File: src/common/game_pkg.sv
package game_pkg;

	// Width of a guess and of the hidden number
	localparam int GUESS_W = 8;

	// Width of the remaining-guess counter
	localparam int COUNT_W = 3;

	// Guesses allowed per game
	localparam int MAX_GUESSES = 7;

	// Result of comparing the guess with the hidden number
	typedef struct packed {
		logic over;
		logic under;
		logic equal;
	} cmp_flags_t;

	// Active-low seven-segment pattern, bit 0 is segment a, bit 6 is g
	typedef logic [6:0] seg_t;

	// All segments dark
	localparam seg_t SEG_OFF = 7'h7f;

	// Game FSM states
	typedef enum logic [1:0] {
		ST_SEED,
		ST_GUESS,
		ST_CHECK,
		ST_DONE
	} ctrl_state_t;

endpackage

File: src/control/control.sv
`timescale 1ns/1ps

module control (
	input  logic                 clk,
	input  logic                 i_rst_n,
	input  logic                 i_enter,
	input  game_pkg::cmp_flags_t i_flags,
	input  logic                 i_game_over,
	output logic                 o_inc_actual,
	output logic                 o_dec_count,
	output logic                 o_new_game,
	output logic                 o_update_leds
);

	import game_pkg::*;

	ctrl_state_t state_q;
	ctrl_state_t state_d;

	always_ff @(posedge clk or negedge i_rst_n) begin
		if (!i_rst_n) begin
			state_q <= ST_SEED;
		end else begin
			state_q <= state_d;
		end
	end

	// Next state
	always_comb begin
		state_d = state_q;
		case (state_q)
			ST_SEED: begin
				// First guess freezes the hidden number
				if (i_enter) begin
					state_d = ST_CHECK;
				end
			end
			ST_GUESS: begin
				if (i_enter) begin
					state_d = ST_CHECK;
				end
			end
			ST_CHECK: begin
				// Single cycle, decide the game here
				if (i_flags.equal || i_game_over) begin
					state_d = ST_DONE;
				end else begin
					state_d = ST_GUESS;
				end
			end
			ST_DONE: begin
				if (i_enter) begin
					state_d = ST_SEED;
				end
			end
			default: begin
				state_d = ST_SEED;
			end
		endcase
	end

	// Moore outputs from the state
	assign o_inc_actual  = (state_q == ST_SEED);
	assign o_dec_count   = (state_q == ST_CHECK);
	assign o_update_leds = (state_q == ST_CHECK);

	// Enter is already a single-cycle strobe
	assign o_new_game = (state_q == ST_DONE) && i_enter;

endmodule

File: src/datapath/datapath.sv
`timescale 1ns/1ps

module datapath (
	input  logic                        clk,
	input  logic                        i_rst_n,
	input  logic [game_pkg::GUESS_W-1:0] i_guess,
	input  logic                        i_inc_actual,
	input  logic                        i_dec_count,
	input  logic                        i_new_game,
	output logic [game_pkg::COUNT_W-1:0] o_guess_count,
	output game_pkg::cmp_flags_t        o_flags,
	output logic                        o_game_over
);

	import game_pkg::*;

	logic [GUESS_W-1:0] actual_q;
	logic [COUNT_W-1:0] count_q;
	logic               last_guess;

	// Hidden number runs freely while seeding, wraps at the top
	always_ff @(posedge clk or negedge i_rst_n) begin
		if (!i_rst_n) begin
			actual_q <= '0;
		end else if (i_inc_actual) begin
			actual_q <= actual_q + 1'b1;
		end
	end

	// Remaining guesses
	always_ff @(posedge clk or negedge i_rst_n) begin
		if (!i_rst_n) begin
			count_q <= COUNT_W'(MAX_GUESSES);
		end else if (i_new_game) begin
			count_q <= COUNT_W'(MAX_GUESSES);
		end else if (i_dec_count && count_q != '0) begin
			count_q <= count_q - 1'b1;
		end
	end

	assign o_guess_count = count_q;

	// The decrement in flight uses up the final guess
	assign last_guess  = (count_q == COUNT_W'(1)) && i_dec_count;
	assign o_game_over = (count_q == '0) || last_guess;

	// Exactly one flag is set for any guess
	always_comb begin
		o_flags.over  = (i_guess > actual_q);
		o_flags.under = (i_guess < actual_q);
		o_flags.equal = (i_guess == actual_q);
	end

endmodule

File: src/design/guess_game_top.sv
`timescale 1ns/1ps

module guess_game_top (
	input  logic           clk,
	input  logic           i_rst_n,
	input  logic [3:0]     i_key_n,
	input  logic [9:0]     i_sw,
	output game_pkg::seg_t o_hex0,
	output game_pkg::seg_t o_hex1,
	output game_pkg::seg_t o_hex2,
	output game_pkg::seg_t o_hex3,
	output game_pkg::seg_t o_hex4,
	output game_pkg::seg_t o_hex5,
	output logic [9:0]     o_ledr
);

	import game_pkg::*;

	logic               enter_stb;
	logic [GUESS_W-1:0] guess;
	logic               inc_actual;
	logic               dec_count;
	logic               new_game;
	logic               update_leds;
	logic [COUNT_W-1:0] guess_count;
	cmp_flags_t         flags;
	logic               game_over;

	assign guess = i_sw[GUESS_W-1:0];

	// KEY[1] is the enter key
	key_sync u_key_sync (
		.clk     (clk),
		.i_rst_n (i_rst_n),
		.i_key_n (i_key_n[1]),
		.o_press (enter_stb)
	);

	datapath u_datapath (
		.clk           (clk),
		.i_rst_n       (i_rst_n),
		.i_guess       (guess),
		.i_inc_actual  (inc_actual),
		.i_dec_count   (dec_count),
		.i_new_game    (new_game),
		.o_guess_count (guess_count),
		.o_flags       (flags),
		.o_game_over   (game_over)
	);

	control u_control (
		.clk           (clk),
		.i_rst_n       (i_rst_n),
		.i_enter       (enter_stb),
		.i_flags       (flags),
		.i_game_over   (game_over),
		.o_inc_actual  (inc_actual),
		.o_dec_count   (dec_count),
		.o_new_game    (new_game),
		.o_update_leds (update_leds)
	);

	led_ctrl u_led_ctrl (
		.clk         (clk),
		.i_rst_n     (i_rst_n),
		.i_flags     (flags),
		.i_game_over (game_over),
		.i_update    (update_leds),
		.i_clear     (new_game),
		.o_ledr      (o_ledr)
	);

	// Guess in hex on the two rightmost digits
	hex_decoder u_hex_guess0 (
		.i_digit    (guess[3:0]),
		.o_segments (o_hex0)
	);

	hex_decoder u_hex_guess1 (
		.i_digit    (guess[7:4]),
		.o_segments (o_hex1)
	);

	hex_decoder u_hex_count (
		.i_digit    (4'(guess_count)),
		.o_segments (o_hex5)
	);

	// Unused digits stay dark
	assign o_hex2 = SEG_OFF;
	assign o_hex3 = SEG_OFF;
	assign o_hex4 = SEG_OFF;

endmodule

File: src/design/hex_decoder.sv
`timescale 1ns/1ps

module hex_decoder (
	input  logic [3:0]     i_digit,
	output game_pkg::seg_t o_segments
);

	// Segments are lit by a zero
	always_comb begin
		case (i_digit)
			4'h0: o_segments = 7'h40;
			4'h1: o_segments = 7'h79;
			4'h2: o_segments = 7'h24;
			4'h3: o_segments = 7'h30;
			4'h4: o_segments = 7'h19;
			4'h5: o_segments = 7'h12;
			4'h6: o_segments = 7'h02;
			4'h7: o_segments = 7'h78;
			4'h8: o_segments = 7'h00;
			4'h9: o_segments = 7'h10;
			4'ha: o_segments = 7'h08;
			4'hb: o_segments = 7'h03;
			4'hc: o_segments = 7'h46;
			4'hd: o_segments = 7'h21;
			4'he: o_segments = 7'h06;
			default: o_segments = 7'h0e;
		endcase
	end

endmodule

File: src/design/key_sync.sv
`timescale 1ns/1ps

module key_sync (
	input  logic clk,
	input  logic i_rst_n,
	input  logic i_key_n,
	output logic o_press
);

	logic sync_q1;
	logic sync_q2;
	logic pressed_q;
	logic pressed;

	// Key is active low
	assign pressed = ~sync_q2;

	always_ff @(posedge clk or negedge i_rst_n) begin
		if (!i_rst_n) begin
			sync_q1   <= 1'b1;
			sync_q2   <= 1'b1;
			pressed_q <= 1'b0;
			o_press   <= 1'b0;
		end else begin
			sync_q1   <= i_key_n;
			sync_q2   <= sync_q1;
			pressed_q <= pressed;
			// One pulse per released-to-pressed transition
			o_press   <= pressed & ~pressed_q;
		end
	end

endmodule

File: src/design/led_ctrl.sv
`timescale 1ns/1ps

module led_ctrl (
	input  logic                 clk,
	input  logic                 i_rst_n,
	input  game_pkg::cmp_flags_t i_flags,
	input  logic                 i_game_over,
	input  logic                 i_update,
	input  logic                 i_clear,
	output logic [9:0]           o_ledr
);

	import game_pkg::*;

	cmp_flags_t flags_q;
	logic       lost_q;

	always_ff @(posedge clk or negedge i_rst_n) begin
		if (!i_rst_n) begin
			flags_q <= '0;
			lost_q  <= 1'b0;
		end else if (i_clear) begin
			flags_q <= '0;
			lost_q  <= 1'b0;
		end else if (i_update) begin
			flags_q <= i_flags;
			// Out of guesses without a hit
			lost_q  <= i_game_over & ~i_flags.equal;
		end
	end

	always_comb begin
		o_ledr    = '0;
		o_ledr[9] = flags_q.under;
		o_ledr[5] = lost_q;
		o_ledr[4] = flags_q.equal;
		o_ledr[0] = flags_q.over;
	end

endmodule

File: config.mk
export PLATFORM = sky130hd
export DESIGN_NAME = guess_game_top
export DESIGN_NICKNAME = d
export VERILOG_FILES = /design/src/common/game_pkg.sv /design/src/control/control.sv /design/src/datapath/datapath.sv /design/src/design/guess_game_top.sv /design/src/design/hex_decoder.sv /design/src/design/key_sync.sv /design/src/design/led_ctrl.sv
export SDC_FILE = /design/constraint.sdc
export NUM_CORES = 1
export LEC_CHECK = 0
export BUFFER_PORTS_ARGS = -buffer_cell sky130_fd_sc_hd__buf_2
export CAP_MARGIN = 10
export CORE_ASPECT_RATIO = 0.8
export CORE_MARGIN = 2
export CORE_UTILIZATION = 50
export DETAILED_ROUTE_END_ITERATION = 12
export PLACE_DENSITY = 0.8
export SLEW_MARGIN = 15
export SYNTH_ARGS = -nofsm -noshare
export SYNTH_HDL_FRONTEND = slang
export SYNTH_SLANG_ARGS = --single-unit
File: constraint.sdc
create_clock -name clk -period 1.69 [get_ports clk]
set_input_delay 0.169 -clock clk [delete_from_list [all_inputs] [get_ports clk]]
set_output_delay 0.169 -clock clk [all_outputs]
set_load 0.02 [all_outputs]
==> results of run 1 <==
report_power, final:
group	switching (mW)	internal [mW]	total (mW)	leakage, nW
clock	0.149	0.168	0.317	0.0228
combinational	0.905	0.721	1.63	0.874
sequential	0.211	0.679	0.890	0.256
worst max-delay path by stage:
stage                                      startpoint              endpoint  slack [ns]  cells after the start
after floorplan           u_datapath.o_guess_count[0]             o_hex5[3]        0.04                      4
after global placement         u_datapath.actual_q[1]  u_led_ctrl.o_ledr[0]        0.12                      6
after detailed placement       u_datapath.actual_q[3]  u_led_ctrl.o_ledr[0]        0.08                      5
after CTS                 u_datapath.o_guess_count[1]             o_hex5[3]       0.009                      5
after global routing           u_datapath.actual_q[3]  u_led_ctrl.o_ledr[0]       -0.07                      5
final                          u_datapath.actual_q[3]  u_led_ctrl.o_ledr[0]       0.004                      5
cells in the mapped netlist (2+ instances only):
master    count  area (um^2)
nand3_1       6         30.0
a22o_1        4         35.0
nor2b_1       6         37.5
clkbuf_1      2         7.51
conb_1        2         7.51
dfrtp_1      16          400
o22ai_1       3         18.8
a22oi_1       2         15.0
o31ai_1       3         22.5
a21oi_1      15         75.1
nor2_1       13         48.8
ha_1         26          325
o21ai_0       9         45.0
xnor2_1       6         52.6
dfstp_2       5          131
mux2_2        4         45.0
mux4_2        2         45.0
buf_4        29          218
and4_1        2         17.5
inv_1        19         71.3
mux2i_1       5         50.1
nand2_1      12         45.0
nand2b_1      3         18.8
o211ai_1      2         15.0
cell type report:
class | instances | area (um^2) | share of cell area
inverters | 19 | 73.8 | 0.0330
well taps | 44 | 55.1 | 0.0246
flip-flops and latches | 21 | 532 | 0.238
repair buffers | 52 | 313 | 0.140
clock buffers | 4 | 45.0 | 0.0201
multi-input cells | 165 | 1220 | 0.545
sequential cells by signal, summed over array words and instances, names as in the netlist, 2 cells and up:
register and cells:
u_datapath.actual_q 8, u_control.state_q 2, u_led_ctrl.o_ledr 3, u_datapath.o_guess_count 3
critical path, delay by kind of cell, from the launching register on:
kind / cells / cell delay (ns)
adders and majority gates: 1 / 0.31
and+or+nand+nor: 1 / 0.30
AOI/OAI and AO/OA: 2 / 0.54
DFF: 1 / 0.36
buffers and inverters: 1 / 0.06
layer usage:
layer	GRT usage	wire length [um]	share of wire
met1	0.241	1640	0.43
met2	0.290	1820	0.48
met3	0.0374	273	0.071
met4	0.0450	87	0.023
met5	0	0	0
what timing repair did:
action,CTS,global route
pin swaps,1,4
gates resized for setup,5,11
setup buffers,3,7
endpoints found under the hold margin,16,1
hold buffers,1,1
endpoints found under the setup margin,3,6
stage by stage:
stage,hold WS [ns],cell area [um^2],instances,total power [mW]
floorplan,-0.127,2010,238,1.88
global placement,0.140,2040,289,2.16
detailed placement,0.143,2040,289,2.20
CTS,0.00102,2130,297,2.63
global route,0.363,2240,305,3.05
finish,0.359,2240,305,2.83
logic make-up (layout without fill, tap and decap cells):
kind of cell | Yosys count | in the layout | share of synthesized area
AO/OA/AOI/OAI | 42 | 42 | 0.136
XOR/XNOR | 7 | 7 | 0.0320
adder cells (fa/ha/maj) | 26 | 26 | 0.170
buffers and inverters | 52 | 75 | 0.163
flip-flops | 21 | 21 | 0.278
multiplexers | 11 | 11 | 0.0732
other | 2 | 27 | 0.00392
AND/OR/NAND/NOR | 52 | 52 | 0.144
==> flow_summary.ini, run 1 <==
[synth]
avgSynthCellArea_um2 = 8.99
async_flop_share = 1.00
synthCells = 213
synth_seq_cells = 21
synth_warnings = 0
syn_area_um2 = 1920
synth_edf_count = 0
yosysUniqueCellTypes = 41
ys_seq_area_frac = 0.278
ys.flop_type = dfrtp_1

[die]
die_h_um = 59.4
die-area_um2 = 4350
coreArea_um2 = 3730
num_io_pins = 68
std_cell_rows = 20
initial_core_util = 0.514
chipWidth_um = 73.2

[outcome]
status = finished, final reports clean

[timing]
finalCriticalPeriod_ns = 1.69
maxSlewViolCount = 0
setup_viol = 0
rsz0062_at_grt = true
tns_ns = 0
fmax_ghz = 0.593
finClkSkew_ns = 0.00109
fin_ws_ns = 0.00403
hold_viol = 0
post-route-period-util = 0.998

[critical_path]
r2r_cells = 5
slowest_stage = dfrtp_1
crit_chain = inv_2 > ha_1 > and4_1 > a21oi_1 > a221o_2
crit_arrival_ns = 1.83
start_kind = flop
end_kind = flop
slowest_delay_ns = 0.36
cp.required_ns = 1.83
reg2reg_from = u_datapath.actual_q[3]
r2r-end = u_led_ctrl.o_ledr[0]
cp_max_fo = 4
critPathKind = reg2reg
ff2ff_setup_slack_ns = 0.004

[clock_network]
cts_tree = yes
path_clk_slew_ns = 0.07
clock_path_buffers = 2
clock_latency_ns = 0.25
root_buffer = clkbuf_8
cts_sinks = 21
h-tree-depth = 1
cts_buffers = 3

[finish]
n_antenna_cell = 0
syn_to_final_growth_pct = 16.9
drive_gt1_frac = 0.310
fillerInstances = 326
layout_commonest_cell = buf_2
final_cell_mix = buf_2, conb_1, ha_1
nets = 304
utilization = 0.600

[power_and_ir_drop]
leakage_nw = 1.15
vdd.ir_drop.worst_mv = 0.616
power_density_nw_per_um2 = 1270

[run]
drv_cap = 0

[grt]
grt_max_degree = 22
grt_antenna_before_repair = 0
grt_pass1_vias = 1386
global_route.usage.total = 0.177
overflow = 0
grt_first_pass_wirelength_mm = 6.04

[placement]
place_ws_ns = 0.0811
dp_hpwl_mm = 2.63
port_buffers = 35
gp_congestion = 0.830

[route]
drc_errors = 0
vias = 1570
totalWireLength_mm = 3.82
drtIter0Drc = 87
drtPass1Iterations = 6
antenna_left = 0
wl_per_cell_um = 12.5
viasPerCell = 5.15

[hold_path]
hold_end = u_key_sync.sync_q2
min_path_type = reg2reg
min-delay-start = u_key_sync.sync_q1
hold_depth = 0
Power figures use the tool's default switching activity.
==> run 2, diff against run 1 <==
--- a/config.mk
+++ b/config.mk
@@ -5,6 +5,7 @@
 export SDC_FILE = /design/constraint.sdc
 export NUM_CORES = 1
 export LEC_CHECK = 0
+export ABC_AREA = 1
 export BUFFER_PORTS_ARGS = -buffer_cell sky130_fd_sc_hd__buf_2
 export CAP_MARGIN = 10
 export CORE_ASPECT_RATIO = 0.8
==> flow_summary.ini, run 2 <==
[die]
std_cell_rows = 20
num_io_pins = 68
chipWidth_um = 73.1
coreArea_um2 = 3730
die_h_um = 59.3
die-area_um2 = 4340
initial_core_util = 0.513

[timing]
post-route-period-util = 0.964
holdWs_ns = 0.356
maxSlewViolCount = 0
fmax_ghz = 0.614
tns_ns = 0
hold_viol = 0
setup_viol = 0
finalCriticalPeriod_ns = 1.63
rsz0062_at_grt = false
finClkSkew_ns = 0.00117

[route]
totalWireLength_mm = 3.39
viasPerCell = 4.62
wl_per_cell_um = 9.99
vias = 1565
drtIter0Drc = 63
antenna_left = 0
drc_errors = 0
drtPass1Iterations = 4

[synth]
synth_seq_cells = 21
ys.flop_type = dfrtp_1
synth_area_leader_cell = dfrtp_1
synthMostInstantiatedCell = nand2_1
synth_common_cells = nand2_1, inv_1, buf_4
synth_warnings = 0
synthCells = 258
synth_edf_count = 0
yosysUniqueCellTypes = 29
synthTopCellsByArea = dfrtp_1, ha_1, nand2_1
syn_area_um2 = 1910
avgSynthCellArea_um2 = 7.41
ys_seq_area_frac = 0.278
synth_top_area_frac = 0.209
async_flop_share = 1.00

[grt]
use_met1 = 0.215
grt_pass1_vias = 1295
grt_util_met2 = 0.268
grt_first_pass_wirelength_mm = 5.52
use_met3 = 0.0357
global_route.usage.total = 0.162
overflow = 0
grt_max_degree = 22
grt_antenna_before_repair = 0
grt_busiest_layer = met2

[clock_network]
clock_latency_ns = 0.26
cts_buffers = 3
root_buffer = clkbuf_8
path_clk_slew_ns = 0.07
clock_path_buffers = 2
cts_tree = yes
cts_sinks = 21
h-tree-depth = 1

[finish]
layout_commonest_cell = nand2_1
largest_register = u_datapath.actual_q
largest_reg_flops = 8
syn_to_final_growth_pct = 10.0
nets = 338
n_antenna_cell = 0
fillerInstances = 343
drive_gt1_frac = 0.207
instances_no_fill = 339
final_cell_mix = nand2_1, buf_2, inv_1, conb_1, ha_1

[power_and_ir_drop]
vdd.ir_drop.worst_mv = 0.643
power_density_nw_per_um2 = 1360
total_power_mw = 2.85
leakage_nw = 1.20

[critical_path]
cp.depth = 4
cp_max_fo = 4
cp_top_family = flip-flops
cp.required_ns = 1.52
ff2ff_setup_slack_ns = 0.23
path_buf_inv = 2
slowest_delay_ns = 0.56
slowest_stage = dfstp_2
crit_arrival_ns = 1.46
r2r_cells = 8
start_kind = flop
reg2reg_from = u_datapath.actual_q[3]
critPathKind = reg2out
end_kind = output port
crit_chain = inv_2 > ha_4 > o21ai_1 > buf_2
r2r-end = u_control.state_q[1]

[placement]
port_buffers = 35
dp.cells = 331
gp_congestion = 0.838
dp_hpwl_mm = 2.63

[hold_path]
min_path_type = reg2reg
hold_end = u_key_sync.sync_q2
hold_depth = 0
min-delay-start = u_key_sync.sync_q1

[outcome]
status = finished, final reports clean

[run]
drv_cap = 0
## run 2: what timing repair did
action                                 CTS  global route
gates resized for setup                  2             2
hold buffers                             2             0
endpoints found under the hold margin   17             0
setup endpoints to repair                2             5
setup buffers                            0             2
## run 2: final cells by class
class                      count  area [um^2]  area share
inverter                      36          135      0.0642
tap                           44         55.1      0.0262
multi-input combinational    195         1130       0.535
clock buffer                   4         45.0      0.0214
sequential                    21          532       0.253
timing repair buffer          39          210      0.0999
## run 2: power by group
| group | switching [mW] | internal [mW] | total, mW |
|---|---|---|---|
| sequential | 0.210 | 0.713 | 0.923 |
| combinational | 1.03 | 0.577 | 1.61 |
| clock | 0.158 | 0.168 | 0.326 |
## run 2: layer usage
layer  vias up  part of all wire
met3         4             0.052
li1        835                 -
met2        44              0.47
met4         0             0.011
met5         -                 0
met1       682              0.47
## run 2: kinds of logic (layout without fill, tap and decap cells)
logic type	after synthesis	after routing	synth area share
AO/OA/AOI/OAI	37	37	0.111
flip-flops	21	21	0.278
adder cells (fa/ha/maj)	26	26	0.170
buffers and inverters	67	79	0.188
AND/OR/NAND/NOR	100	100	0.225
XOR/XNOR	5	5	0.0229
other	2	27	0.00393
## run 2: worst max path at each step
stage	startpoint	to	slack, ns
after floorplan	u_datapath.o_guess_count[0]	o_hex5[3]	0.07
after CTS	u_datapath.o_guess_count[0]	o_hex5[3]	0.005
after global routing	u_datapath.o_guess_count[0]	o_hex5[3]	0.004
final	u_datapath.o_guess_count[0]	o_hex5[3]	0.06
after global placement	u_datapath.o_guess_count[0]	o_hex5[3]	0.21
after detailed placement	u_datapath.o_guess_count[0]	o_hex5[3]	0.18
## run 2: stage by stage
step           cell area, um^2  utilization  setup slack [ns]
2_1_floorplan             2010            -            0.0707
3_3_place_gp              2010        0.539             0.205
3_5_place_dp              2010        0.539             0.181
4_1_cts                   2090        0.560           0.00471
5_1_grt                   2100        0.564           0.00360
6_report                  2100        0.564            0.0610
## run 2: worst register-to-register path: cells and delay by family, from the launching register on
family,cells,cell delay (ns)
AO/OA/AOI/OAI,1,0.14
buffers and inverters,1,0.09
flip-flops,1,0.38
adder cells (fa/ha/maj),1,0.30
AND/OR/NAND/NOR,5,0.49
